===== src/design/riscv_isa_pkg.sv =====
package riscv_isa_pkg;

	parameter int xlen = 64;

	// major opcodes of the supported base integer instructions.
	parameter logic [6:0] op_lui    = 7'b0110111;
	parameter logic [6:0] op_auipc  = 7'b0010111;
	parameter logic [6:0] op_jal    = 7'b1101111;
	parameter logic [6:0] op_jalr   = 7'b1100111;
	parameter logic [6:0] op_branch = 7'b1100011;
	parameter logic [6:0] op_load   = 7'b0000011;
	parameter logic [6:0] op_store  = 7'b0100011;
	parameter logic [6:0] op_imm    = 7'b0010011;
	parameter logic [6:0] op_reg    = 7'b0110011;

	// integer operations.
	parameter logic [2:0] f3_add_sub = 3'b000;
	parameter logic [2:0] f3_sll     = 3'b001;
	parameter logic [2:0] f3_slt     = 3'b010;
	parameter logic [2:0] f3_sltu    = 3'b011;
	parameter logic [2:0] f3_xor     = 3'b100;
	parameter logic [2:0] f3_srl_sra = 3'b101;
	parameter logic [2:0] f3_or      = 3'b110;
	parameter logic [2:0] f3_and     = 3'b111;

	// branches.
	parameter logic [2:0] f3_beq  = 3'b000;
	parameter logic [2:0] f3_bne  = 3'b001;
	parameter logic [2:0] f3_blt  = 3'b100;
	parameter logic [2:0] f3_bge  = 3'b101;
	parameter logic [2:0] f3_bltu = 3'b110;
	parameter logic [2:0] f3_bgeu = 3'b111;

	// bit 2 of the load codes marks a zero-extended load.
	parameter logic [2:0] f3_lb  = 3'b000;
	parameter logic [2:0] f3_lh  = 3'b001;
	parameter logic [2:0] f3_lw  = 3'b010;
	parameter logic [2:0] f3_ld  = 3'b011;
	parameter logic [2:0] f3_lbu = 3'b100;
	parameter logic [2:0] f3_lhu = 3'b101;
	parameter logic [2:0] f3_lwu = 3'b110;
	parameter logic [2:0] f3_sb  = 3'b000;
	parameter logic [2:0] f3_sh  = 3'b001;
	parameter logic [2:0] f3_sw  = 3'b010;
	parameter logic [2:0] f3_sd  = 3'b011;

	parameter logic [6:0] f7_alt = 7'b0100000;

	typedef struct packed {
		logic [6:0] funct7;
		logic [4:0] rs2;
		logic [4:0] rs1;
		logic [2:0] funct3;
		logic [4:0] rd;
		logic [6:0] opcode;
	} r_fmt_t;

	typedef struct packed {
		logic [11:0] imm;
		logic [4:0]  rs1;
		logic [2:0]  funct3;
		logic [4:0]  rd;
		logic [6:0]  opcode;
	} i_fmt_t;

	typedef struct packed {
		logic [6:0] imm_hi;
		logic [4:0] rs2;
		logic [4:0] rs1;
		logic [2:0] funct3;
		logic [4:0] imm_lo;
		logic [6:0] opcode;
	} s_fmt_t;

	typedef struct packed {
		logic       imm_12;
		logic [5:0] imm_10_5;
		logic [4:0] rs2;
		logic [4:0] rs1;
		logic [2:0] funct3;
		logic [3:0] imm_4_1;
		logic       imm_11;
		logic [6:0] opcode;
	} b_fmt_t;

	typedef struct packed {
		logic [19:0] imm;
		logic [4:0]  rd;
		logic [6:0]  opcode;
	} u_fmt_t;

	typedef struct packed {
		logic       imm_20;
		logic [9:0] imm_10_1;
		logic       imm_11;
		logic [7:0] imm_19_12;
		logic [4:0] rd;
		logic [6:0] opcode;
	} j_fmt_t;

	typedef union packed {
		r_fmt_t r_fmt;
		i_fmt_t i_fmt;
		s_fmt_t s_fmt;
		b_fmt_t b_fmt;
		u_fmt_t u_fmt;
		j_fmt_t j_fmt;
	} inst_t;

endpackage


===== src/design/reg_file.sv =====
`timescale 1ns/1ps

module reg_file (
	input  logic                            clk,
	input  logic                            rst_n,
	input  logic [4:0]                      rs1,
	input  logic [4:0]                      rs2,
	input  logic [4:0]                      rd,
	input  logic                            rd_we,
	input  logic [riscv_isa_pkg::xlen-1:0]  rd_data,
	output logic [riscv_isa_pkg::xlen-1:0]  rs1_data,
	output logic [riscv_isa_pkg::xlen-1:0]  rs2_data
);
	import riscv_isa_pkg::*;

	// x0 has no storage.
	logic [xlen-1:0] regs [1:31];

	always_ff @(posedge clk or negedge rst_n)
	begin
		if (!rst_n)
		begin
			for (int i = 1; i < 32; i++)
				regs[i] <= '0;
		end
		else if (rd_we && rd != 5'd0)
		begin
			regs[rd] <= rd_data;
		end
	end

	assign rs1_data = (rs1 == 5'd0) ? '0 : regs[rs1];
	assign rs2_data = (rs2 == 5'd0) ? '0 : regs[rs2];

endmodule


===== config.mk =====
export PLATFORM = sky130hd
export DESIGN_NAME = reg_file
export DESIGN_NICKNAME = d
export VERILOG_FILES = /design/src/design/riscv_isa_pkg.sv /design/src/design/reg_file.sv
export SDC_FILE = /design/constraint.sdc
export NUM_CORES = 2
export LEC_CHECK = 0
export ABC_CLOCK_PERIOD_IN_PS = 7050
export BUFFER_PORTS_ARGS = -buffer_cell sky130_fd_sc_hd__buf_2
export CAP_MARGIN = 20
export CORE_AREA = 2 2 657 659
export CTS_CLUSTER_SIZE = 8
export DETAILED_ROUTE_END_ITERATION = 8
export DIE_AREA = 0 0 659 661
export PLACE_DENSITY = 0.39
export SYNTH_ARGS = -nofsm -noshare
export SYNTH_HDL_FRONTEND = slang
export SYNTH_SLANG_ARGS = --single-unit

===== constraint.sdc =====
create_clock -name clk -period 7.05 [get_ports clk]
set_clock_uncertainty 0.2 [all_clocks]
set_input_delay 1.41 -clock clk [delete_from_list [all_inputs] [get_ports clk]]
set_output_delay 1.41 -clock clk [all_outputs]
set_load 0.02 [all_outputs]

# Word level (Yosys, flattened, before mapping)
# Index checks and enable logic that the tools add are counted.
# op_classes
order_cmp	4
n_bitwise	3
reduce_logical	5
n_mux	11
# ops
cell	n
$bwmux 1984	1
$bmux 64 s5	2
$mux 64	7
$demux 64 s5	1
$ge 6x6->1 const B	3
$not 5->6	3
$logic_not 5->1	2
$lt 6x1->1 const B	1
$reduce_bool 5->1	1
$logic_and 1x1->1	2
# totals
reg_bits	1984
in_bits	82

# Depth between registers and ports, before layout
# depth
depth_word	6
depth_mapped	10
mapped_depth_nobuf	5

# Least setup slack after synthesis
# No wires, ideal clock.
# synth_timing
kind	input to output
from	input port rs2[1]
to	output port rs2_data[5] (netlist bit)
path_slack_ns	2.233
stages	8
n_path_buf	4
arrival_time_ns	3.207
cell_sequence	buf_2 -> buf_2 -> buf_2 -> buf_1 -> mux4_2 -> mux2_2 -> o211ai_1 -> o21ai_0
# synth_between
elab_chain_cells	5
elab_cells_between_ends	6
# synth_lines
element	line_no	source
start, declared	reg_file.sv:7	input logic [4:0] rs2,
$not 5->6 (not written as such)	reg_file.sv:33	assign rs2_data = (rs2 == 5'd0) ? '0 : regs[rs2];
$bmux 64 s5	reg_file.sv:33	
$mux 64 (not written as such) (2 in a row)	reg_file.sv:33	
$mux 64 (*)	reg_file.sv:33	
end, declared	reg_file.sv:12	output logic [riscv_isa_pkg::xlen-1:0] rs2_data
# Every way passes the cells marked *; elsewhere a longest branch is shown, timed or not. The select of a mux whose other input is x is not followed.

# Worst setup path after layout
# layout_timing
from	input port rs2[0]
to	output port rs2_data[59] (netlist bit)
# The elaborated chain is that of the path after synthesis.

==> metrics.yaml <==
clock_tree:
  clockBufferDepth: 4
  holdBufCountCts: 0
  tritoncts: "yes"
  post-cts-setup-buffers: 0
  cts.clk_slew.worst_paths_ps: 50
  cts-buffers-inserted: 288
  insertion_delay_ps: 910
  cts-resized-gates: 0
  h-tree-depth: 5
  clock-sinks: 1984
  clockRootBuffer: "clkbuf_16"
routing:
  dr.first_iter.drc_count: 4277
  ant_nets: 0
  drc: 0
  vias: 69178
  finalWirelength_mm: 431.0
  via_per_inst: 5.246
  firstDrtPassIters: 5
  post_drt_wl_per_cell_um: 32.68
timing:
  period_needed_ps: 6112
  setup_viol: 0
  min_period_over_period: 0.8670
  fin_setup_tns_ps: 0
  setup_ws_ps: 937.6
  worst_hold_slack_ps: 278.3
  relSlewSlack: 0.2045
  max_freq_mhz: 163.6
  slew_violations: 0
  rsz0062_at_grt: "no"
  max_slew.worst_pin.slew_ps: 1190
  finalHoldViolCount: 0
synth:
  synth_top_family_by_area: "multiplexers"
  synth_area_sq_mm: 0.1067
  synth_cell_types: 44
  yosys-top-cells-count: "mux2_2, dfrtp_1, mux4_2, mux2i_1, clkbuf_1"
  synth-xor-area-share: 0
  synth_edf_count: 0
  synth_nets: 7531
  ys_seq_elements: 1984
  synthCells: 7449
  synth_most_common_cell: "mux2_2"
  synth.mux.area_fraction: 0.4318
  synthAdderAreaFrac: 0
  synth_ff_type: "dfrtp_1"
  syn_area_per_cell_sq_um: 14.32
  synthTopCellsByArea: "dfrtp_1, mux2_2, mux4_2"
  ys_seq_area_frac: 0.4655
  synth-simple-area-share: 0.02691
  async_flop_share: 1.000
  synth-compound-area-share: 0.04212
  synth_largest_area_cell: "dfrtp_1"
  synth_top_area_frac: 0.4655
  yosysWarnings: 0
place:
  dp_hpwl_mm: 254.1
  placed_cells: 12850
  gp_congestion: 0.7553
  io_buffers: 209
  post-place-ws_ps: 951.2
  placed_area_sq_mm: 0.1150
critical_path:
  endpoint_kind: "output pin"
  worstSetupStartpointType: "primary input"
  critPathMaxFanout: 34
  reg2reg_from: "regs[1963]"
  rr_worst_depth: 1
  arrival_ps: 4500
  r2r_slack_ps: 6040
  cp.required_ps: 5440
  r2r_end: "regs[1963]"
  crit_type: "in2out"
global_route:
  track_usage: 0.1951
  grt_max_degree: 163
  grt_pass1_vias: 73478
  grt_pass1_wl_mm: 608.6
  grt_overflow: 0
  antenna_found_initial: 58
floorplan:
  dieHeight_um: 661
  io_pins: 210
  die_w_um: 659
  dieArea_sq_mm: 0.4356
  core_sq_mm: 0.4291
  num_rows: 241
  initial_utilization: 0.2486
cells_and_area:
  largest_register_ffs: 1984
  synthToLayoutAreaGrowth_pct: 14.93
  regMostFlops: "regs"
  fin_util: 0.2857
  fin_cells: 13188
  design_area_sq_mm: 0.1226
  drive_gt1_frac: 0.5082
  top_regs: "regs (1984)"
  final_nets: 7512
run_status:
  status: "completed"
pwr:
  power_leakage_nw: 52.18
  power_density_mw_per_mm2: 288.8
  fin_total_pwr_mw: 35.41
  ir_drop_mv: 0.1610
job:
  maxCapViolCount: 0
hold_path:
  holdCritPathClass: "in2async"
## layout by cell type (no fill, tap or decap), types with 75 or more instances in the layout
cell,instances
a21oi_1,121
a221oi_1,119
a22oi_1,75
buf_12,91
buf_2,199
buf_4,193
clkbuf_16,291
dfrtp_1,1984
mux2_2,2178
mux2i_1,458
mux4_2,748
nand2_1,238
nor2_1,87
nor2b_1,111
nor3_1,88
o211ai_1,79
o21ai_0,104
## how the worst max path moves through the flow
stage               slack [ps]      endpoint  startpoint
floorplan                 2230   rs2_data[5]      rs2[1]
detailed placement         950  rs2_data[59]      rs2[0]
global placement           820  rs1_data[34]      rs1[3]
global route               880  rs2_data[59]      rs2[0]
finish                     940  rs2_data[59]      rs2[0]
CTS                        940  rs2_data[59]      rs2[0]
## report_power, final
group	internal [mW]	switching, mW	total, mW
logic	4.16	3.28	7.45
clock network	7.31	5.33	12.6
registers	13.6	1.67	15.3
## kinds of logic (layout without fill, tap and decap cells)
logic type	Yosys count	in the layout
simple gates	620	620
compound gates	651	651
mux	3391	3391
buf+inv	803	817
other cells	0	15
flops	1984	1984
## metal layers
metal	global-route usage	up-vias	wire length [um]
li1	-	28362	-
met5	0	-	130
met2	0.3334	1693	212000
met3	0.02893	604	18460
met4	0.05214	22	11980
met1	0.2573	38497	188400
## critical path, cell delays in order
cell	delay [ps]
buf_8	340
buf_4	380
buf_4	390
mux4_2	550
mux2_2	280
o211ai_1	180
o21ai_0	390
buf_4	300
buf_2	150
## layout make-up
type	instances	area, sq um
flip-flops and latches	1984	49650
clock inverters	19	219.0
clock buffers	304	7351
diodes	15	37.54
well taps	5710	7144
repair buffers	493	4417
fillers	43085	306500
inverters	1	8.758
multi-input cells	4662	53760
Note: power is estimated with default switching activity, not from simulation.
