[config.mk]
export PLATFORM = sky130hd
export DESIGN_NAME = decode_stage
export DESIGN_NICKNAME = d
export VERILOG_FILES = /design/src/design/riscv_isa_pkg.sv /design/src/design/cpu_ctrl_pkg.sv /design/src/design/decode_stage.sv
export SDC_FILE = /design/constraint.sdc
export NUM_CORES = 1
export LEC_CHECK = 0
export BUFFER_PORTS_ARGS = -buffer_cell sky130_fd_sc_hd__clkbuf_2
export CORE_MARGIN = 4
export CORE_UTILIZATION = 30
export DETAILED_ROUTE_END_ITERATION = 16
export PLACE_DENSITY = 0.75
export SYNTH_ARGS = -nofsm -noshare
export SYNTH_HDL_FRONTEND = slang
export SYNTH_SLANG_ARGS = --single-unit
[constraint.sdc]
create_clock -name vclk -period 3.18
set_input_delay 0.636 -clock vclk [all_inputs]
set_output_delay 0.636 -clock vclk [all_outputs]
set_load 0.005 [all_outputs]
[src/design/riscv_isa_pkg.sv]
package riscv_isa_pkg;

	parameter int xlen = 64;

	// major opcodes of the supported base integer instructions.
	parameter logic [6:0] op_lui    = 7'b0110111;
	parameter logic [6:0] op_auipc  = 7'b0010111;
	parameter logic [6:0] op_jal    = 7'b1101111;
	parameter logic [6:0] op_jalr   = 7'b1100111;
	parameter logic [6:0] op_branch = 7'b1100011;
	parameter logic [6:0] op_load   = 7'b0000011;
	parameter logic [6:0] op_store  = 7'b0100011;
	parameter logic [6:0] op_imm    = 7'b0010011;
	parameter logic [6:0] op_reg    = 7'b0110011;

	// integer operations.
	parameter logic [2:0] f3_add_sub = 3'b000;
	parameter logic [2:0] f3_sll     = 3'b001;
	parameter logic [2:0] f3_slt     = 3'b010;
	parameter logic [2:0] f3_sltu    = 3'b011;
	parameter logic [2:0] f3_xor     = 3'b100;
	parameter logic [2:0] f3_srl_sra = 3'b101;
	parameter logic [2:0] f3_or      = 3'b110;
	parameter logic [2:0] f3_and     = 3'b111;

	// branches.
	parameter logic [2:0] f3_beq  = 3'b000;
	parameter logic [2:0] f3_bne  = 3'b001;
	parameter logic [2:0] f3_blt  = 3'b100;
	parameter logic [2:0] f3_bge  = 3'b101;
	parameter logic [2:0] f3_bltu = 3'b110;
	parameter logic [2:0] f3_bgeu = 3'b111;

	// bit 2 of the load codes marks a zero-extended load.
	parameter logic [2:0] f3_lb  = 3'b000;
	parameter logic [2:0] f3_lh  = 3'b001;
	parameter logic [2:0] f3_lw  = 3'b010;
	parameter logic [2:0] f3_ld  = 3'b011;
	parameter logic [2:0] f3_lbu = 3'b100;
	parameter logic [2:0] f3_lhu = 3'b101;
	parameter logic [2:0] f3_lwu = 3'b110;
	parameter logic [2:0] f3_sb  = 3'b000;
	parameter logic [2:0] f3_sh  = 3'b001;
	parameter logic [2:0] f3_sw  = 3'b010;
	parameter logic [2:0] f3_sd  = 3'b011;

	parameter logic [6:0] f7_alt = 7'b0100000;

	typedef struct packed {
		logic [6:0] funct7;
		logic [4:0] rs2;
		logic [4:0] rs1;
		logic [2:0] funct3;
		logic [4:0] rd;
		logic [6:0] opcode;
	} r_fmt_t;

	typedef struct packed {
		logic [11:0] imm;
		logic [4:0]  rs1;
		logic [2:0]  funct3;
		logic [4:0]  rd;
		logic [6:0]  opcode;
	} i_fmt_t;

	typedef struct packed {
		logic [6:0] imm_hi;
		logic [4:0] rs2;
		logic [4:0] rs1;
		logic [2:0] funct3;
		logic [4:0] imm_lo;
		logic [6:0] opcode;
	} s_fmt_t;

	typedef struct packed {
		logic       imm_12;
		logic [5:0] imm_10_5;
		logic [4:0] rs2;
		logic [4:0] rs1;
		logic [2:0] funct3;
		logic [3:0] imm_4_1;
		logic       imm_11;
		logic [6:0] opcode;
	} b_fmt_t;

	typedef struct packed {
		logic [19:0] imm;
		logic [4:0]  rd;
		logic [6:0]  opcode;
	} u_fmt_t;

	typedef struct packed {
		logic       imm_20;
		logic [9:0] imm_10_1;
		logic       imm_11;
		logic [7:0] imm_19_12;
		logic [4:0] rd;
		logic [6:0] opcode;
	} j_fmt_t;

	typedef union packed {
		r_fmt_t r_fmt;
		i_fmt_t i_fmt;
		s_fmt_t s_fmt;
		b_fmt_t b_fmt;
		u_fmt_t u_fmt;
		j_fmt_t j_fmt;
	} inst_t;

endpackage

[src/design/cpu_ctrl_pkg.sv]
package cpu_ctrl_pkg;

	typedef enum logic [3:0] {
		alu_add,
		alu_sub,
		alu_sll,
		alu_slt,
		alu_sltu,
		alu_xor,
		alu_srl,
		alu_sra,
		alu_or,
		alu_and
	} alu_op_e;

	typedef enum logic [1:0] {
		wb_none,
		wb_pc4,
		wb_alu,
		wb_mem
	} wb_sel_e;

	// same codes as the branch funct3 field.
	typedef enum logic [2:0] {
		br_eq  = 3'b000,
		br_ne  = 3'b001,
		br_lt  = 3'b100,
		br_ge  = 3'b101,
		br_ltu = 3'b110,
		br_geu = 3'b111
	} br_cond_e;

	typedef enum logic [1:0] {
		mem_byte,
		mem_half,
		mem_word,
		mem_double
	} mem_size_e;

endpackage

[src/design/decode_stage.sv]
`timescale 1ns/1ps

module decode_stage (
	input  riscv_isa_pkg::inst_t            instr,
	output logic [4:0]                      rs1,
	output logic [4:0]                      rs2,
	output logic [4:0]                      rd,
	output logic [riscv_isa_pkg::xlen-1:0]  imm,
	output cpu_ctrl_pkg::alu_op_e           alu_op,
	output logic                            alu_a_pc,
	output logic                            alu_b_imm,
	output cpu_ctrl_pkg::br_cond_e          br_cond,
	output logic                            is_branch,
	output logic                            is_jal,
	output logic                            is_jalr,
	output logic                            mem_re,
	output logic                            mem_we,
	output cpu_ctrl_pkg::mem_size_e         mem_size,
	output logic                            mem_unsigned,
	output cpu_ctrl_pkg::wb_sel_e           wb_sel,
	output logic                            rd_we
);
	import riscv_isa_pkg::*;
	import cpu_ctrl_pkg::*;

	logic [xlen-1:0] imm_i;
	logic [xlen-1:0] imm_s;
	logic [xlen-1:0] imm_b;
	logic [xlen-1:0] imm_u;
	logic [xlen-1:0] imm_j;
	logic [2:0]      f3;
	logic            shift_alt;
	logic            valid;

	function automatic alu_op_e alu_decode(input logic [2:0] funct3, input logic alt);
		alu_op_e op;
		case (funct3)
			f3_add_sub: op = alt ? alu_sub : alu_add;
			f3_sll:     op = alu_sll;
			f3_slt:     op = alu_slt;
			f3_sltu:    op = alu_sltu;
			f3_xor:     op = alu_xor;
			f3_srl_sra: op = alt ? alu_sra : alu_srl;
			f3_or:      op = alu_or;
			f3_and:     op = alu_and;
			default:    op = alu_add;
		endcase
		return op;
	endfunction

	assign f3 = instr.r_fmt.funct3;
	// rv64 immediate shifts use a 6-bit shamt, so funct7 bit 0 is shamt[5].
	assign shift_alt = (f3 == f3_srl_sra) && (instr.r_fmt.funct7[6:1] == f7_alt[6:1]);

	assign imm_i = {{(xlen-12){instr.i_fmt.imm[11]}}, instr.i_fmt.imm};
	assign imm_s = {{(xlen-12){instr.s_fmt.imm_hi[6]}}, instr.s_fmt.imm_hi, instr.s_fmt.imm_lo};
	assign imm_b = {{(xlen-13){instr.b_fmt.imm_12}}, instr.b_fmt.imm_12, instr.b_fmt.imm_11,
		instr.b_fmt.imm_10_5, instr.b_fmt.imm_4_1, 1'b0};
	assign imm_u = {{(xlen-32){instr.u_fmt.imm[19]}}, instr.u_fmt.imm, 12'h000};
	assign imm_j = {{(xlen-21){instr.j_fmt.imm_20}}, instr.j_fmt.imm_20, instr.j_fmt.imm_19_12,
		instr.j_fmt.imm_11, instr.j_fmt.imm_10_1, 1'b0};

	assign rs2 = instr.r_fmt.rs2;
	assign rd  = instr.r_fmt.rd;
	// lui reads x0 so the alu passes the immediate straight through.
	assign rs1 = (instr.r_fmt.opcode == op_lui) ? 5'd0 : instr.r_fmt.rs1;

	always_comb
	begin
		imm          = '0;
		alu_op       = alu_add;
		alu_a_pc     = 1'b0;
		alu_b_imm    = 1'b0;
		br_cond      = br_eq;
		is_branch    = 1'b0;
		is_jal       = 1'b0;
		is_jalr      = 1'b0;
		mem_re       = 1'b0;
		mem_we       = 1'b0;
		mem_size     = mem_double;
		mem_unsigned = 1'b0;
		wb_sel       = wb_none;
		rd_we        = 1'b0;
		valid        = 1'b1;
		case (instr.r_fmt.opcode)
			op_lui, op_auipc:
			begin
				imm       = imm_u;
				alu_a_pc  = (instr.r_fmt.opcode == op_auipc);
				alu_b_imm = 1'b1;
				wb_sel    = wb_alu;
				rd_we     = 1'b1;
			end
			op_jal:
			begin
				imm    = imm_j;
				is_jal = 1'b1;
				wb_sel = wb_pc4;
				rd_we  = 1'b1;
			end
			op_jalr:
			begin
				imm     = imm_i;
				valid   = (f3 == 3'b000);
				is_jalr = valid;
				wb_sel  = wb_pc4;
				rd_we   = valid;
			end
			op_branch:
			begin
				imm = imm_b;
				case (f3)
					f3_beq, f3_bne, f3_blt, f3_bge, f3_bltu, f3_bgeu: br_cond = br_cond_e'(f3);
					default: valid = 1'b0;
				endcase
				is_branch = valid;
			end
			op_load:
			begin
				imm       = imm_i;
				alu_b_imm = 1'b1;
				case (f3)
					f3_lb, f3_lbu: mem_size = mem_byte;
					f3_lh, f3_lhu: mem_size = mem_half;
					f3_lw, f3_lwu: mem_size = mem_word;
					f3_ld:         mem_size = mem_double;
					default:       valid = 1'b0;
				endcase
				mem_unsigned = f3[2];
				mem_re       = valid;
				wb_sel       = wb_mem;
				rd_we        = valid;
			end
			op_store:
			begin
				imm       = imm_s;
				alu_b_imm = 1'b1;
				case (f3)
					f3_sb:   mem_size = mem_byte;
					f3_sh:   mem_size = mem_half;
					f3_sw:   mem_size = mem_word;
					f3_sd:   mem_size = mem_double;
					default: valid = 1'b0;
				endcase
				mem_we = valid;
			end
			op_imm:
			begin
				imm       = imm_i;
				alu_b_imm = 1'b1;
				alu_op    = alu_decode(f3, shift_alt);
				wb_sel    = wb_alu;
				rd_we     = 1'b1;
			end
			op_reg:
			begin
				alu_op = alu_decode(f3, instr.r_fmt.funct7 == f7_alt);
				wb_sel = wb_alu;
				rd_we  = 1'b1;
			end
			default: valid = 1'b0;
		endcase
	end

	unsupported_a: assert final ($isunknown(instr) || valid)
		else $error("unsupported instruction %h", instr);

endmodule

---- Word level (Yosys, flattened, before mapping) ----
Cells that the tools add are included.
word-level totals
  register bits after elaboration ......... 0
  bits of input ports ..................... 32
  output and inout port bits .............. 99
  logic and storage cells ................. 59
cells by class
  eq/ne operators ......................... 18
  mux-type cells .......................... 27
  reduce and logical (&&, ||, !) cells .... 14
operators by type and width
  operator                                       number
  case mux 64 bit (5 select lines)               1
  case mux 4 bit (8 select lines)                2
  == test 7 x 6 -> 1 bit, second input constant  4
  == test 7 bit, second input constant           3
  case mux 2 bit (3 select lines)                3
  2-to-1 mux 1 bit                               15
  == test 7 x 5 -> 1 bit, second input constant  2
  == test 3 bit, second input constant           4
  OR reduction 2 bit                             5
  OR reduction 5 bit                             2
  case mux 4 bit (2 select lines)                1
  OR reduction 4 bit                             2
  == test 7 x 2 -> 1 bit, second input constant  1
  OR reduction 7 bit                             1
  == test 3 x 2 -> 1 bit, second input constant  2
  == test 6 x 5 -> 1 bit, second input constant  1
  2-to-1 mux 3 bit                               2
  OR reduction 6 bit                             1
  2-to-1 mux 5 bit                               1
  case mux 2 bit (2 select lines)                1
  == test 3 x 1 -> 1 bit, second input constant  1
  zero test 3 bit                                1
  case mux 1 bit (3 select lines)                1
  OR reduction 3 bit                             1
  logical AND 1 bit                              1

---- Depth between registers and ports, before layout ----
  depth after elaboration ................. 5
  gate-level depth with buffers ........... 6
  gate-level depth less buffers ........... 4

---- Worst setup path after synthesis ----
Ideal clock, no wire load.
  path type ............................... input -> output
  start point ............................. in instr[6] in the netlist's numbering
  end point ............................... out imm[32] in the netlist's numbering
  arrival ................................. 2.363 ns
  data required time ...................... 2.544 ns
  path slack .............................. 0.181 ns
  stages on the path ...................... 5
  path buffers ............................ 2
  cell sequence ........................... clkbuf_1 nand4b_1 a21oi_1 o31a_1 buf_4
between the ends
  longest elaborated chain between the ends .. 3
  elaborated cells on any way between the ends .. 11
  classes of those cells .................. 8 x eq/ne; 1 x mux; 2 x reduce/logical
ends and longest elaborated chain
  item                                                                       line                text
  start: declaration                                                         decode_stage.sv:4   input riscv_isa_pkg::inst_t instr,
  == test 7 x 5 -> 1 bit (tied with other cells)                             decode_stage.sv:85  case (instr.r_fmt.opcode)
  OR reduction 3 bit (no source line) or OR reduction 2 bit (tied branches)  --
  case mux 64 bit (5 select lines) *                                         decode_stage.sv:85
  end: declaration                                                           decode_stage.sv:8   output logic [riscv_isa_pkg::xlen-1:0] imm,
Every way passes the cells marked *; elsewhere a longest branch is shown, timed or not.

---- Final worst setup path ----
  start point ............................. in instr[2] in the netlist's numbering
  end point ............................... out rd_we
between the ends
  longest elaborated chain between the ends .. 3
  elaborated cells on any way between the ends .. 9
  classes of those cells .................. 7 x eq/ne; 1 x mux; 1 x reduce/logical
ends and longest elaborated chain
  item                                            line                text
  == test 7 x 6 -> 1 bit (tied with other cells)  decode_stage.sv:85
  OR reduction 5 bit (no source line)             --
  case mux 1 bit (3 select lines) *               decode_stage.sv:85
  end: declaration                                decode_stage.sv:21  output logic rd_we
Marked as above.

==> summary by stage <==
Outcome
The run finished with clean final reports.

STA
The highest clock frequency the design can meet is between 300 and 400 MHz. Measured against its own limit, the worst slew margin works out to between 60% and 70%. The hold violation count in the final report was 0. The clock period could shrink to roughly 2800 ps. The tightest hold path in the finished design has a slack of between 1000 and 1500 ps. Setup violations remaining at the end of the flow were counted as 0. The minimum setup slack in the final design is 408 ps.

In the final timing run, aggregate negative setup slack is 0 ps. In the finished design, the share of the clock period the worst path needs comes to 87.2%. Setup repair after global routing left no endpoint under its margin. For the pin with the worst max-slew slack, the measured transition is slightly below 600 ps.

The number of slew-limit violations in the final report is 0.

Global routing
The number of global-route vias before repair is 1349. Global routing used roughly 16% of the available tracks across all layers. The first global-routing pass estimated slightly below 7000 microns of wire.

For this run the aggregate overflow at the end of global routing stands at 0. The number of antenna violations at the first check in global routing came to 0. The maximum number of pins on one net before global-route repair is 34.

Layout
The final net count is a little under 300. The area added between synthesis and finish is 36.3%. The number of diodes is 0. In the final layout, the share of cells above drive strength 1 is 55.0%. In the layout the commonest cells are sky130_fd_sc_hd__clkbuf_2 (131), sky130_fd_sc_hd__a21o_1 (20), sky130_fd_sc_hd__nor2_1 (13). In the final layout, flip-flops and latches occupy 0 sq um. The number of filler instances in the final layout is 400. The leading cell type in the layout, fill and taps excluded is sky130_fd_sc_hd__clkbuf_2. The post-layout utilization of the core is 44.2%. The final layout contains a sequential cell count of 0. The clock buffers instantiated in the layout total 0.

Die
The initialized floorplan defines 21 standard-cell rows. Once the floorplan was initialized, standard cells occupied 32.4% of the core. From bottom edge to top edge, the die measures 69.2 microns. Measured along the x axis, the die boundary spans 69.2 microns. The number of top-level design ports is approximately 130.

The area of the core is about 3500 sq um. The total die area is about 4800 sq um.

Synthesis
By area the synthesized netlist is led by sky130_fd_sc_hd__buf_4 (28%), sky130_fd_sc_hd__a21o_1 (13%), sky130_fd_sc_hd__and2_1 (6.7%). The post-synthesis cell area is between 1000 and 1500 sq um. Dividing the synthesized area by the synthesized cell count gives between 6 and 7 sq um.

The cell accounting for the most synthesized area is sky130_fd_sc_hd__buf_4. The count of mapped cells out of synthesis is approximately 170. Counting every net in the synthesized netlist gives just over 200. The synthesis warning total is 0. The share of the Yosys chip area taken by registers is 0%.

The number of distinct library cell variants in the gate-level netlist after synthesis is 38. After synthesis, the largest area contributor takes up 28.1% of total cell area.

Worst setup path
The path length in cells of the critical path is 6. For the worst setup path, the data arrival time is approximately 2100 ps. In this run the worst setup path begins at instr[2]. The required time at the endpoint of the critical path is about 2500 ps. On the critical path, the stage with the largest delay is an instance of sky130_fd_sc_hd__or4b_4. The critical path's top delay family is simple AND/OR/NAND/NOR gates. The critical path capture point is rd_we.

The element type at the critical path start is an input port. Of all nets on the critical path, the largest fanout is 14. The most numerous cell on the critical path is sky130_fd_sc_hd__clkbuf_2. The worst setup path is of the input port to primary output kind. The largest single stage delay on the critical path is 520 ps.

The critical path goes through clkbuf_2 > nor2_1 > or4b_4 > a311oi_2 > a31o_1 > clkbuf_2. The worst setup path is captured at a primary output. The number of buffers and inverters on the critical path is 2.

Detailed routing
The routed wire length is between 4000 and 5000 microns. The routed layout has approximately 1500 vias. For this run, design rule violations remaining after detail routing come to 0. The pre-antenna-repair detailed-routing pass consisted of 4 iterations.

The final antenna-violating net count is 0. In the routed layout, each cell is associated on average with a via count of between 4 and 5. The DRC marker count from the first detailed-route iteration is 28. In the final routed layout, each cell accounts on average for between 10 and 15 microns.

Placed design
The HPWL reported at the end of detailed placement is 3480 microns. At the end of routability-driven placement, the weighted congestion stood at roughly 0.79. The count of buffers from port buffering is ~130. The worst setup timing slack at the placement stage is about 110 ps.

Power and ir drop
The maximum ir drop on the vdd rail is between 0.00003 and 0.00004 V. In this run the static leakage power is a little over 1 nW. Power comes to 118 uW. In this run the power density over the cells is roughly 77 nW/um^2.

Run
Across the run, the number of max-cap violations was 0.

Worst hold path
The instance count along the most critical hold path is 2. The worst min-delay path class is input port to primary output.

Clock tree
The buffer count from post-CTS setup fixing is 0.
-- where the power goes --
group	leakage (nW)	internal [mW]	switching [mW]	total, mW
Combinational	1.03	0.0529	0.0650	0.118
Clock	0	0	0	0
Sequential	0	0	0	0
-- synth_stat cells, types with 3 or more instances --
cell	n
sky130_fd_sc_hd__a21oi_1	8
sky130_fd_sc_hd__a22o_1	5
sky130_fd_sc_hd__nand4b_1	3
sky130_fd_sc_hd__nand3_1	4
sky130_fd_sc_hd__inv_1	4
sky130_fd_sc_hd__a211oi_1	4
sky130_fd_sc_hd__a21o_1	20
sky130_fd_sc_hd__o21ai_1	3
sky130_fd_sc_hd__nand2_1	9
sky130_fd_sc_hd__clkbuf_1	9
sky130_fd_sc_hd__nor2_1	13
sky130_fd_sc_hd__nor4_1	3
sky130_fd_sc_hd__buf_4	42
sky130_fd_sc_hd__nor2b_1	3
sky130_fd_sc_hd__and2_1	12
-- layout make-up --
cell class | count | area [sq um] | area share, %
well taps | 46 | 57.6 | 3.76
inverters | 4 | 15.0 | 0.980
repair buffers | 138 | 708 | 46.2
multi-input cells | 116 | 751 | 49.0
-- per-layer routing --
| layer | GRT usage [%] | routed length (microns) | up-vias |
|---|---|---|---|
| met5 | 0 | 0 | - |
| met4 | 1.08 | 20 | 0 |
| met3 | 2.75 | 327 | 2 |
| met2 | 30.0 | 2060 | 60 |
| met1 | 19.6 | 1680 | 658 |
| li1 | - | - | 744 |
-- worst min-delay path by stage --
stage / to / from / slack (ps)
final: rd[1] / instr[8] / 1460
after global routing: rd[2] / instr[9] / 1470
after CTS: rd[1] / instr[8] / 1460
after detailed placement: rd[1] / instr[8] / 1460
after global placement: rd[3] / instr[10] / 1460
after floorplan: mem_re / instr[13] / 1350
-- stage by stage --
stage / instances / area [sq um]
2_1_floorplan: 173 / 1120
3_3_place_gp: 304 / 1530
3_5_place_dp: 304 / 1530
4_1_cts: 304 / 1530
5_1_grt: 304 / 1530
6_report: 304 / 1530
-- logic make-up after synthesis --
group	share of synthesized area (%)
mux	1.89
buf+inv	33.3
compound gates	30.7
simple gates	34.1
-- repair_timing --
action | in CTS | in global routing
setup endpoints to repair | 0 | 33
gates resized for setup | 0 | 1
hold buffers | 0 | 0
Power figures use the tool's default switching activity.
