<file path="src/design/riscv_isa_pkg.sv">
package riscv_isa_pkg;

	parameter int xlen = 64;

	// major opcodes of the supported base integer instructions.
	parameter logic [6:0] op_lui    = 7'b0110111;
	parameter logic [6:0] op_auipc  = 7'b0010111;
	parameter logic [6:0] op_jal    = 7'b1101111;
	parameter logic [6:0] op_jalr   = 7'b1100111;
	parameter logic [6:0] op_branch = 7'b1100011;
	parameter logic [6:0] op_load   = 7'b0000011;
	parameter logic [6:0] op_store  = 7'b0100011;
	parameter logic [6:0] op_imm    = 7'b0010011;
	parameter logic [6:0] op_reg    = 7'b0110011;

	// integer operations.
	parameter logic [2:0] f3_add_sub = 3'b000;
	parameter logic [2:0] f3_sll     = 3'b001;
	parameter logic [2:0] f3_slt     = 3'b010;
	parameter logic [2:0] f3_sltu    = 3'b011;
	parameter logic [2:0] f3_xor     = 3'b100;
	parameter logic [2:0] f3_srl_sra = 3'b101;
	parameter logic [2:0] f3_or      = 3'b110;
	parameter logic [2:0] f3_and     = 3'b111;

	// branches.
	parameter logic [2:0] f3_beq  = 3'b000;
	parameter logic [2:0] f3_bne  = 3'b001;
	parameter logic [2:0] f3_blt  = 3'b100;
	parameter logic [2:0] f3_bge  = 3'b101;
	parameter logic [2:0] f3_bltu = 3'b110;
	parameter logic [2:0] f3_bgeu = 3'b111;

	// bit 2 of the load codes marks a zero-extended load.
	parameter logic [2:0] f3_lb  = 3'b000;
	parameter logic [2:0] f3_lh  = 3'b001;
	parameter logic [2:0] f3_lw  = 3'b010;
	parameter logic [2:0] f3_ld  = 3'b011;
	parameter logic [2:0] f3_lbu = 3'b100;
	parameter logic [2:0] f3_lhu = 3'b101;
	parameter logic [2:0] f3_lwu = 3'b110;
	parameter logic [2:0] f3_sb  = 3'b000;
	parameter logic [2:0] f3_sh  = 3'b001;
	parameter logic [2:0] f3_sw  = 3'b010;
	parameter logic [2:0] f3_sd  = 3'b011;

	parameter logic [6:0] f7_alt = 7'b0100000;

	typedef struct packed {
		logic [6:0] funct7;
		logic [4:0] rs2;
		logic [4:0] rs1;
		logic [2:0] funct3;
		logic [4:0] rd;
		logic [6:0] opcode;
	} r_fmt_t;

	typedef struct packed {
		logic [11:0] imm;
		logic [4:0]  rs1;
		logic [2:0]  funct3;
		logic [4:0]  rd;
		logic [6:0]  opcode;
	} i_fmt_t;

	typedef struct packed {
		logic [6:0] imm_hi;
		logic [4:0] rs2;
		logic [4:0] rs1;
		logic [2:0] funct3;
		logic [4:0] imm_lo;
		logic [6:0] opcode;
	} s_fmt_t;

	typedef struct packed {
		logic       imm_12;
		logic [5:0] imm_10_5;
		logic [4:0] rs2;
		logic [4:0] rs1;
		logic [2:0] funct3;
		logic [3:0] imm_4_1;
		logic       imm_11;
		logic [6:0] opcode;
	} b_fmt_t;

	typedef struct packed {
		logic [19:0] imm;
		logic [4:0]  rd;
		logic [6:0]  opcode;
	} u_fmt_t;

	typedef struct packed {
		logic       imm_20;
		logic [9:0] imm_10_1;
		logic       imm_11;
		logic [7:0] imm_19_12;
		logic [4:0] rd;
		logic [6:0] opcode;
	} j_fmt_t;

	typedef union packed {
		r_fmt_t r_fmt;
		i_fmt_t i_fmt;
		s_fmt_t s_fmt;
		b_fmt_t b_fmt;
		u_fmt_t u_fmt;
		j_fmt_t j_fmt;
	} inst_t;

endpackage

</file>
<file path="src/design/fetch_stage.sv">
`timescale 1ns/1ps

module fetch_stage #(
	parameter logic [riscv_isa_pkg::xlen-1:0] reset_pc = '0
) (
	input  logic                            clk,
	input  logic                            rst_n,
	input  logic                            redirect,
	input  logic [riscv_isa_pkg::xlen-1:0]  target,
	output logic [riscv_isa_pkg::xlen-1:0]  pc
);
	import riscv_isa_pkg::*;

	// one instruction retires per cycle, so the pc moves on every edge.
	always_ff @(posedge clk or negedge rst_n)
	begin
		if (!rst_n)
		begin
			pc <= reset_pc;
		end
		else if (redirect)
		begin
			pc <= target;
		end
		else
		begin
			pc <= pc + xlen'(4);
		end
	end

	// jump targets from execute must keep the fetch address word aligned.
	pc_align_a: assert property (@(posedge clk) disable iff (!rst_n)
		pc[1:0] == 2'b00)
		else $error("pc not 4-byte aligned: %h", pc);

endmodule

</file>
<file path="config.mk">
export PLATFORM = sky130hd
export DESIGN_NAME = fetch_stage
export DESIGN_NICKNAME = d
export VERILOG_FILES = /design/src/design/riscv_isa_pkg.sv /design/src/design/fetch_stage.sv
export SDC_FILE = /design/constraint.sdc
export NUM_CORES = 1
export LEC_CHECK = 0
export ABC_AREA = 1
export BUFFER_PORTS_ARGS = -buffer_cell sky130_fd_sc_hd__buf_4
export CELL_PAD_IN_SITES_DETAIL_PLACEMENT = 0
export CELL_PAD_IN_SITES_GLOBAL_PLACEMENT = 2
export CORE_MARGIN = 8
export CORE_UTILIZATION = 24
export CTS_CLUSTER_DIAMETER = 150
export DETAILED_ROUTE_END_ITERATION = 7
export HOLD_SLACK_MARGIN = 0.08
export MAX_ROUTING_LAYER = met4
export PLACE_DENSITY = 0.87
export SYNTH_ARGS = -nofsm -noshare
export SYNTH_HDL_FRONTEND = slang
export SYNTH_SLANG_ARGS = --single-unit
</file>
<file path="constraint.sdc">
create_clock -name clk -period 1.65 [get_ports clk]
set_clock_uncertainty 0.2 [all_clocks]
set_input_delay 0.165 -clock clk [delete_from_list [all_inputs] [get_ports clk]]
set_output_delay 0.165 -clock clk [all_outputs]
set_load 0.02 [all_outputs]
</file>
## Word-level counts from Yosys, hierarchy flattened

Index checks and enable logic that the tools add are counted.

| storage, ports and cells | value |
|---|---|
| register bits | 64 |
| input bits | 67 |
| word-level logic and storage cells | 3 |

| cells by class | value |
|---|---|
| add/sub/neg operators | 1 |
| muxes and demuxes | 1 |

Operator list:

| operator | number |
|---|---|
| 64-bit by 3-bit adder with 64-bit output (second input constant) | 1 |
| 64-bit 2-to-1 mux | 1 |

## Logic depth before layout (Yosys ltp)

Gate-level depths: netlist (run 1).

| logic depth | value |
|---|---|
| depth in word-level cells | 2 |
| mapped depth | 11 |
| mapped depth without buffers | 11 |

## Worst setup path before layout (run 1)

OpenSTA, ideal clock, no wires.

| path | value |
|---|---|
| path type | reg-to-reg |
| start | register pc[2] in the netlist's numbering |
| end | register pc[58] in the netlist's numbering |
| data arrival time | 1567 ps |
| path slack | -235 ps |
| cell stages (with the launch flop) | 11 |
| buffers on the path | 0 |
| period minus slack after synthesis | 1885 ps |
| cell sequence | dfrtp_1 > ha_1 > inv_1 > nor2_2 > nand2_4 > nor2_8 > nand2_2 > nor2_1 > nand2_1 > nand3_1 > nand2_1 |

| on the way | value |
|---|---|
| word-level cells in the longest chain between the ends | 2 |

Ends and longest elaborated chain:

| item | RTL line | source |
|---|---|---|
| start, declared | fetch_stage.sv:10 | `output logic [riscv_isa_pkg::xlen-1:0] pc` |
| start signal, assigned | fetch_stage.sv:19 | `pc <= reset_pc;` |
| start signal, assigned | fetch_stage.sv:23 | `pc <= target;` |
| start signal, assigned | fetch_stage.sv:27 | `pc <= pc + xlen'(4);` |
| 64-bit by 3-bit adder with 64-bit output | fetch_stage.sv:27 |  |
| 64-bit 2-to-1 mux | fetch_stage.sv:21 | `else if (redirect)` |

No other way between the ends.

## Worst setup path in the final report (run 1)

| path | value |
|---|---|
| start | register pc[2] in the netlist's numbering |
| end | register pc[38] in the netlist's numbering |

Same word-level chain as after synthesis.

==> results of run 1 <==
## layer usage
layer  vias to the layer above  track usage, %  part of all wire (%)
li1                       2835               -                     -
met1                      2496            23.4                    49
met2                       128            28.0                    46
met3                        20            2.95                   3.9
met4                         0            5.29                   1.4
met5                         -               -                     0
## cell usage after synthesis (3+ instances only)
master / count
dfrtp_1: 64
nand3_1: 49
xor2_1: 13
nor2_1: 108
nor2_2: 7
inv_1: 54
o21ai_1: 21
clkbuf_1: 11
nand2_2: 12
o21ai_0: 13
nand4_1: 7
xnor2_1: 11
o21bai_1: 13
nand2_1: 279
a21oi_1: 3
nor2_4: 4
## worst max-delay path: stages, from the launching register on
cell and delay (ns):
dfrtp_2 0.40, ha_4 0.16, inv_4 0.04, nor2_4 0.10, nand2_4 0.10, nor2_8 0.20
nand2_4 0.12, inv_4 0.10, nand2_1 0.05, nand2_1 0.06, nand3_2 0.06, nand2_1 0.06
## path summary, 6_finish.rpt
| kind | from | to | slack [ns] | depth (start not counted) |
|---|---|---|---|---|
| min reg2reg | pc[1]$_DFFE_PN0P_ | pc[1]$_DFFE_PN0P_ | 0.28 | 2 |
| min | rst_n | pc[3]$_DFF_PN0_ | 0.04 | 2 |
| max | pc[2]$_DFF_PN0_ | pc[38]$_DFF_PN0_ | -0.07 | 11 |
| min in group clk | redirect | pc[4]$_DFF_PN0_ | 0.15 | 4 |
| max in group asynchronous | rst_n | pc[4]$_DFF_PN0_ | 0.43 | 3 |
| max reg2reg | pc[2]$_DFF_PN0_ | pc[38]$_DFF_PN0_ | -0.07 | 11 |
## cell type report
class	count	area [um^2]	area share [%]
clock buffer	11	253	2.98
timing repair buffer	360	2970	35.1
clock inverter	5	55.1	0.650
inverter	55	211	2.50
tap	229	287	3.38
sequential	64	1630	19.3
multi-input combinational	547	3060	36.1
## cells by family after synthesis
logic type	after synthesis	synth area share, %
simple gates	472	45.5
buf+inv	69	6.01
flops	64	36.8
compound gates	50	6.50
xor+xnor	24	4.83
fa+ha+maj	1	0.288
## metrics by stage
stage / instance area [um^2] / power (mW) / worst slack [ns] / instances / TNS (ns)
finish: 8470 / 5.60 / -0.0694 / 1271 / -0.942
global route: 8470 / 5.87 / -0.162 / 1271 / -5.39
CTS: 8150 / 5.59 / -0.0633 / 1268 / -1.12
detailed placement: 6700 / 3.32 / -0.139 / 1166 / -3.18
global placement: 6700 / 3.31 / -0.139 / 1166 / -2.75
floorplan: 4390 / 2.46 / 0.000103 / 680 / 0
## power by group through the flow
stage | Combinational, mW | Clock (mW) | Sequential, mW
after global routing | 1.83 | 2.12 | 1.92
final | 1.69 | 2.01 | 1.90
after global placement | 1.41 | 0 | 1.91
after detailed placement | 1.41 | 0 | 1.91
after CTS | 1.65 | 2.06 | 1.89
after floorplan | 0.378 | 0 | 2.09
## what timing repair did
item / in CTS / in global routing
setup buffers: 16 / 3
endpoints found under the hold margin: 128 / 16
hold buffers: 70 / 1
endpoints found under the setup margin: 48 / 62
resized for setup: 100 / 92
cloned: 0 / 0
pin swaps: 25 / 39
==> summary.md, run 1 <==
The flow ran to the end, but the final reports show violations. The checks that failed: setup timing. TritonCTS built the clock tree. The highest net fanout along the worst path is 5, and the part of the total power dissipated in combinational logic is 30.1%. The post-synthesis area per instance was 6.40 um^2; the data required time of the critical path was 1.73 ns. The count of clock tree sinks is 64, and the sum of routed wire length over all layers is 19600 um. The highest clock rate came out at 0.582 GHz. Across the run, the number of max-cap violations was 0. Total via count after detailed routing: 5479.

The ratio of total power to cell area was 661 mW/mm^2. Synthesized net count: 748. The synthesis-to-layout area growth is 94.7%, and the initial antenna violation count is 0.

The tools report the worst path setup slack after routing as -0.0694 ns. The tools report the number of global-route vias before repair as 5689. The fraction of synthesis flops using an asynchronous set or reset pin was 100%.

Setup repair after global routing could not meet its margin everywhere. The clock transition at the register clock pins on the worst setup and hold paths after CTS is 0.06 ns. The logs give 49 for the count of standard-cell rows and 1.80 ns for the arrival time of data at the critical path endpoint. The nature of the critical path endpoint is a flop. The logs give 0.935 for the global placement routability congestion and 2 for the maximum buffer depth of the clock tree. Synthesis inferred 64 register bits. The top cell types in the final layout, fill and taps aside, are buf_4, nand2_1, dlygate4sd3_1.

The count of cell types in the netlist is 24. The fraction of the cycle the final worst path needs is 104%, and the first-pass GRT wire length is 30300 um. For this run, the share of the core covered by cells in the final layout is 47.3%. The largest registers in the layout are pc (64). Hold is met by 0.0387 ns.

The tools report the clock root buffer as clkbuf_16. The register containing the most flip-flops in the final layout is pc. The final antenna-violating net count was 0. The die covers 0.0227 mm^2. In the global route stage, overall resource usage came out at 17.9%.

The warning count from the yosys run was 0; the fraction of post-synthesis cell area in the top cell type by area was 36.8%. The number of DRC violations after detailed routing was 0. The cell area that synthesis handed to floorplanning was 0.00435 mm^2. Sorting the synthesized cells by area gives the leading types as dfrtp_1, nand2_1, nor2_1. In this run switching power makes up 31.5% of total power. The standby leakage power is 4.20 nW, and the register area share after synthesis is 36.8%. Entering global routing, the biggest net connects 89 pins. The share of total power dissipated in the clock network is 35.9%. Most used flip-flop cell after synthesis: dfrtp_1. Yosys mapped a number of flops with a built-in enable equal to 0.

STA classifies the critical path startpoint as a flop. Of all cell types, the one taking the most synthesized area is dfrtp_1. Leaving out fill and tap cells, the most frequent cell in the layout is buf_4. The logs give 72.9% for the headroom to the max-slew limit and 1838 for the fill cell total of the finished layout. The logs give 1105 for the number of nets in the layout and 0 for the number of endpoints with negative hold slack in the final report. TritonCTS created 9 clock buffers. The total of buffers placed on input and output ports is 130, and the number of primary I/O pins is 131. The antenna cell count was 0; the routed via count divided by cell count was 4.31. The post-route netlist has 47.1% of its cells at a drive strength greater than 1. For the first-iteration detailed-routing DRC count, the log shows 249. The worst path in the final design needs a cycle of 1.72 ns, including I/O delays and setup. The run gives 15200 um as the detailed placement HPWL. The maximum ir drop on the vdd rail was 0.496 mV; the die extent in y was 151 um. The gate count of the mapped netlist came out at 680.

Global routing finished with a remaining overflow of 0. For the pin with the worst max-slew slack, the measured transition is 0.406 ns. The average wire per cell in the routed design is 15.4 um, and the net switching power figure is 1.76 mW. The placeable core region was 0.0179 mm^2.

For the count of final max-slew check failures, the log shows 0. The worst min-delay path class was in -> async. The tools report the initial core utilization as 24.3%.

The flip-flop count of the largest register, all copies and words added was 64; the share of power burned in registers was 33.9%. Internal power contribution: 3.83 mW. The critical path in this run is classified as reg -> reg. Depth of the CTS H-tree: 3. For the first-pass iteration count of the detailed router, the log shows 5.

The logs give 30 for the total of endpoints with negative setup slack in the final report and 0.35 ns for the insertion delay of the later-clocked pin in the worst-skew pair. The width of the die came out at 151 um.
Power figures use the tool's default switching activity.
==> run 2: changes to the inputs <==
Settings changed: ABC_AREA 1 to unset, ABC_CLOCK_PERIOD_IN_PS set to 1650, CORE_UTILIZATION 24 to 25, PLACE_DENSITY 0.87 to 0.86.
==> run 2 against run 1 <==
  * The flow still finishes with violations (setup timing)
  * Hold slack better by 0.043 ns
  * Sequential share of layout area is 2.4 points higher
  * Power is 5.2% lower
  * Sequential power is 2% lower
  * Clock power is 10% lower
  * Fmax is 28% lower
  * Via count is 17% lower
  * Synthesized area is 16% lower
  * Largest cell class is now buffers
  * Highest routed layer unchanged
==> summary.md, run 2 <==
The flow ran to the end, but the final reports show violations. The checks that failed: setup timing. Die extent in y: 137 um. The capturing point of the worst reg2reg path was pc[57]$_DFF_PN0_.

For this run, the number of Yosys warnings is 0. TritonCTS built the clock tree. Once detailed placement completed, the half-perimeter wirelength came to 10800 um. The path class of the tightest hold or removal check is in -> reg.

For the synthesized net count, the log shows 499. The run gives 1.70 ns as the data required time of the critical path. The startpoint identified for the worst register-to-register timing path is pc[8]$_DFF_PN0_.

The switching part of the total is 29.8%, and the ratio of total power to cell area is 693 mW/mm^2. The layout cell share with drive strength beyond 1 works out to 51.8%. The run gives 4930 as the number of global-route vias before repair. For the initial antenna violation count, the log shows 1. The worst path uses 145% of the clock period. The tree built by TritonCTS fans out to 64 sinks. The tools report the utilization after layout as 53.1%. The buffering stage count on the worst path with inverters included was 0; the number of nets in the layout was 826. For this configuration, the core starts out at a cell density of 25.5%. Registers take 0.00166 mm^2.

The most numerous cell type found on the critical path is or4_4. For the setup TNS, the log shows -20.34 ns. The most critical setup path has its endpoint at pc[57]$_DFF_PN0_. The tools report the highest clock rate as 0.418 GHz.

The max capacitance violation total is 0, and the post-layout instance area is 0.00765 mm^2. The average instance in the mapped netlist occupies 8.52 um^2. For the headroom to the max-slew limit, the log shows 75.0%.

VDD sags by at most 0.466 mV. Clock tree synthesis selected as its root buffer the cell clkbuf_16. The detailed router finished its first iteration with 205 violations.

After detailed routing, the average wire length per cell comes to 16.2 um. The internal power of the cells totals 3.72 mW. By count the netlist is led by nand2_1, dfrtp_1, o21ai_0. The internal reg-to-reg setup slack is -0.74 ns.

In this run the horizontal extent of the chip is 137 um. In this run the standard cell core region covers 0.0144 mm^2. The count of standard-cell rows came out at 44.

Registers are responsible for 35.1% of the overall power. For the global placement routability congestion, the log shows 0.808. For the global-route total usage across every layer, the log shows 16.8%. The family of cells with the greatest summed delay on the critical path was simple AND/OR/NAND/NOR gates.

The most used flip-flop cell after synthesis was dfrtp_1. The synthesized design contains 0 enable-type register cells. The critical path runs through a total of 5 cells. The nature of the critical path endpoint is a flop. Pin placement for this block handled 131 I/O pins.

Setup repair after global routing could not meet its margin everywhere. Leaving out fill and tap cells, the most frequent cells in the layout are buf_4, dlygate4sd3_1, nand2_1. In this run, distinct cell masters in the synthesized netlist total 33. CTS built an H-tree with a depth of 3. Using the TritonRoute via totals, the vias-per-cell ratio works out to 4.78. The analysis attributes to cell leakage a power of 3.47 nW. The sum of routed wire length over all layers is 15400 um, and the fraction of synthesis flops using an asynchronous set or reset pin is 100%. The worst path setup slack after routing is -0.742 ns. Largest net degree at the start of global routing: 65.

Among all cell types in the netlist, the one instantiated most often is nand2_1. In this run, the clock network consumes 34.2% of the power. For the cell area after placement, the log shows 0.00594 mm^2.

By area the synthesized netlist is led by dfrtp_1, xnor2_1, o21ai_0. The count of final max-slew check failures was 0; the final antenna-violating net count was 0. Register containing the most flip-flops in the final layout: pc.

In this run the biggest area consumer among cell types represents 43.6% of the synthesized area. Leaving out fill and tap cells, the most frequent cell in the layout is buf_4. The smallest clock period supported by the final layout is computed as 2.39 ns.

For the first-pass iteration count of the detailed router, the log shows 4. The run gives 0 as the number of DRC violations after detailed routing. The largest registers in the layout are pc (64).

The flip-flop and latch count after synthesis came out at 64. The worst setup path is launched from a flop. The register with the most flip-flops in the layout has 64 of them.

Buffers placed on the I/O ports in this run total 130. For this run, the register share of the synthesized area comes to 43.6%. The later pin in the worst-skew pair is clocked with a latency of 0.33 ns.

The worst hold path startpoint is redirect. The largest single stage delay on the critical path is 0.54 ns. The highest net fanout along the worst path came out at 6. The worst setup path is of the reg -> reg kind. The synthesis-to-layout area growth was 108%. Counting the fill cells in the layout gives 1309. The clock transition at the register clock pins on the worst setup and hold paths after CTS was 0.05 ns.

The source of the critical timing path is pc[8]$_DFF_PN0_. The actual transition at the worst max-transition pin was 0.376 ns; the area of the multi-input gates was 0.00254 mm^2. The cell count of the worst reg-to-reg path is 5, and the gate count of the mapped netlist is 431. The total of endpoints with negative setup slack in the final report is 55. The run gives 9 as the number of buffers created by CTS. The run gives 2 as the maximum buffer depth of the clock tree. Detailed routing inserted a total of 4528 vias. The analysis attributes to net switching a power of 1.58 mW. The signal on the critical path passes through nand4_1 -> or4_4 -> or4_4 -> or4_4 -> a31oi_1.

At the worst endpoint, the arrival time is 2.44 ns. The critical path's slowest cell was or4_4. Combinational logic is responsible for 30.8% of the overall power. For the post-synth design cell area, the log shows 0.00367 mm^2.

The die covers 0.0188 mm^2. The first global-routing pass estimated 24400 um of wire. The number of endpoints with negative hold slack in the final report came out at 0. The synthesized design spends more area on one cell type than any other, namely dfrtp_1. For this run the aggregate overflow at the end of global routing stands at 0.
run 2: per-stage QoR:
step	hold WS, ns	total power, mW	setup slack [ns]	instances
2_1_floorplan	-0.331	2.46	-0.897	431
3_3_place_gp	-0.00920	3.26	-0.800	828
3_5_place_dp	-0.00188	3.29	-0.863	828
4_1_cts	0.0912	5.31	-0.720	937
5_1_grt	0.118	5.56	-0.842	948
6_report	0.0815	5.30	-0.742	948
run 2: routing by layer:
metal  track usage (%)  routed length [um]  up-vias
met4              3.56                 173        0
met3              4.74                 923       19
met1              18.9                6430     2175
met2              29.2                7820      120
li1                  -                   -     2214
met5                 -                   0        -
run 2: worst reg2reg max path, cell delays in order (launching register included):
cell and delay (ns):
dfrtp_2 0.38, nand4_1 0.13, or4_4 0.54, or4_4 0.49, or4_4 0.42, a31oi_1 0.16
run 2: repair_timing:
action,in CTS,in global routing
gates resized for setup,97,29
hold buffers,76,0
pin swaps,39,36
buffers inserted,15,10
endpoints found under the hold margin,128,0
endpoints found under the setup margin,55,56
gates cloned,2,1
run 2: cell families after synthesis:
family	count (synthesis)	share of synthesized area (%)
AO/OA/AOI/OAI	79	11.9
XOR/XNOR	43	10.3
adder cells (fa/ha/maj)	1	0.341
buffers and inverters	34	3.89
flip-flops	64	43.6
multiplexers	3	0.920
AND/OR/NAND/NOR	207	29.1
run 2: worst min path at each step:
stage | endpoint | slack (ns) | depth (start not counted)
after CTS | pc[2]$_DFF_PN0_ | 0.09 | 2
after global placement | pc[1]$_DFFE_PN0P_ | -0.009 | 2
after floorplan | pc[0]$_DFFE_PN0P_ | -0.33 | 0
final | pc[2]$_DFF_PN0_ | 0.08 | 2
after detailed placement | pc[1]$_DFFE_PN0P_ | -0.002 | 2
after global routing | pc[2]$_DFF_PN0_ | 0.12 | 2
run 2: cell type report:
cell class,count,area share (%)
Multi-Input combinational cell,333,33.1
Sequential cell,64,21.6
Antenna cell,1,0.0327
Inverter,11,0.540
Tap cell,184,3.01
Timing Repair Buffer,339,37.9
Clock buffer,16,3.68
run 2: power by group through the flow:
stage	sequential (mW)	clock [mW]	combinational, mW
2_1_floorplan	2.13	0	0.332
3_3_place_gp	1.86	0	1.40
3_5_place_dp	1.87	0	1.41
4_1_cts	1.85	1.84	1.61
5_1_grt	1.88	1.92	1.76
6_report	1.86	1.81	1.63
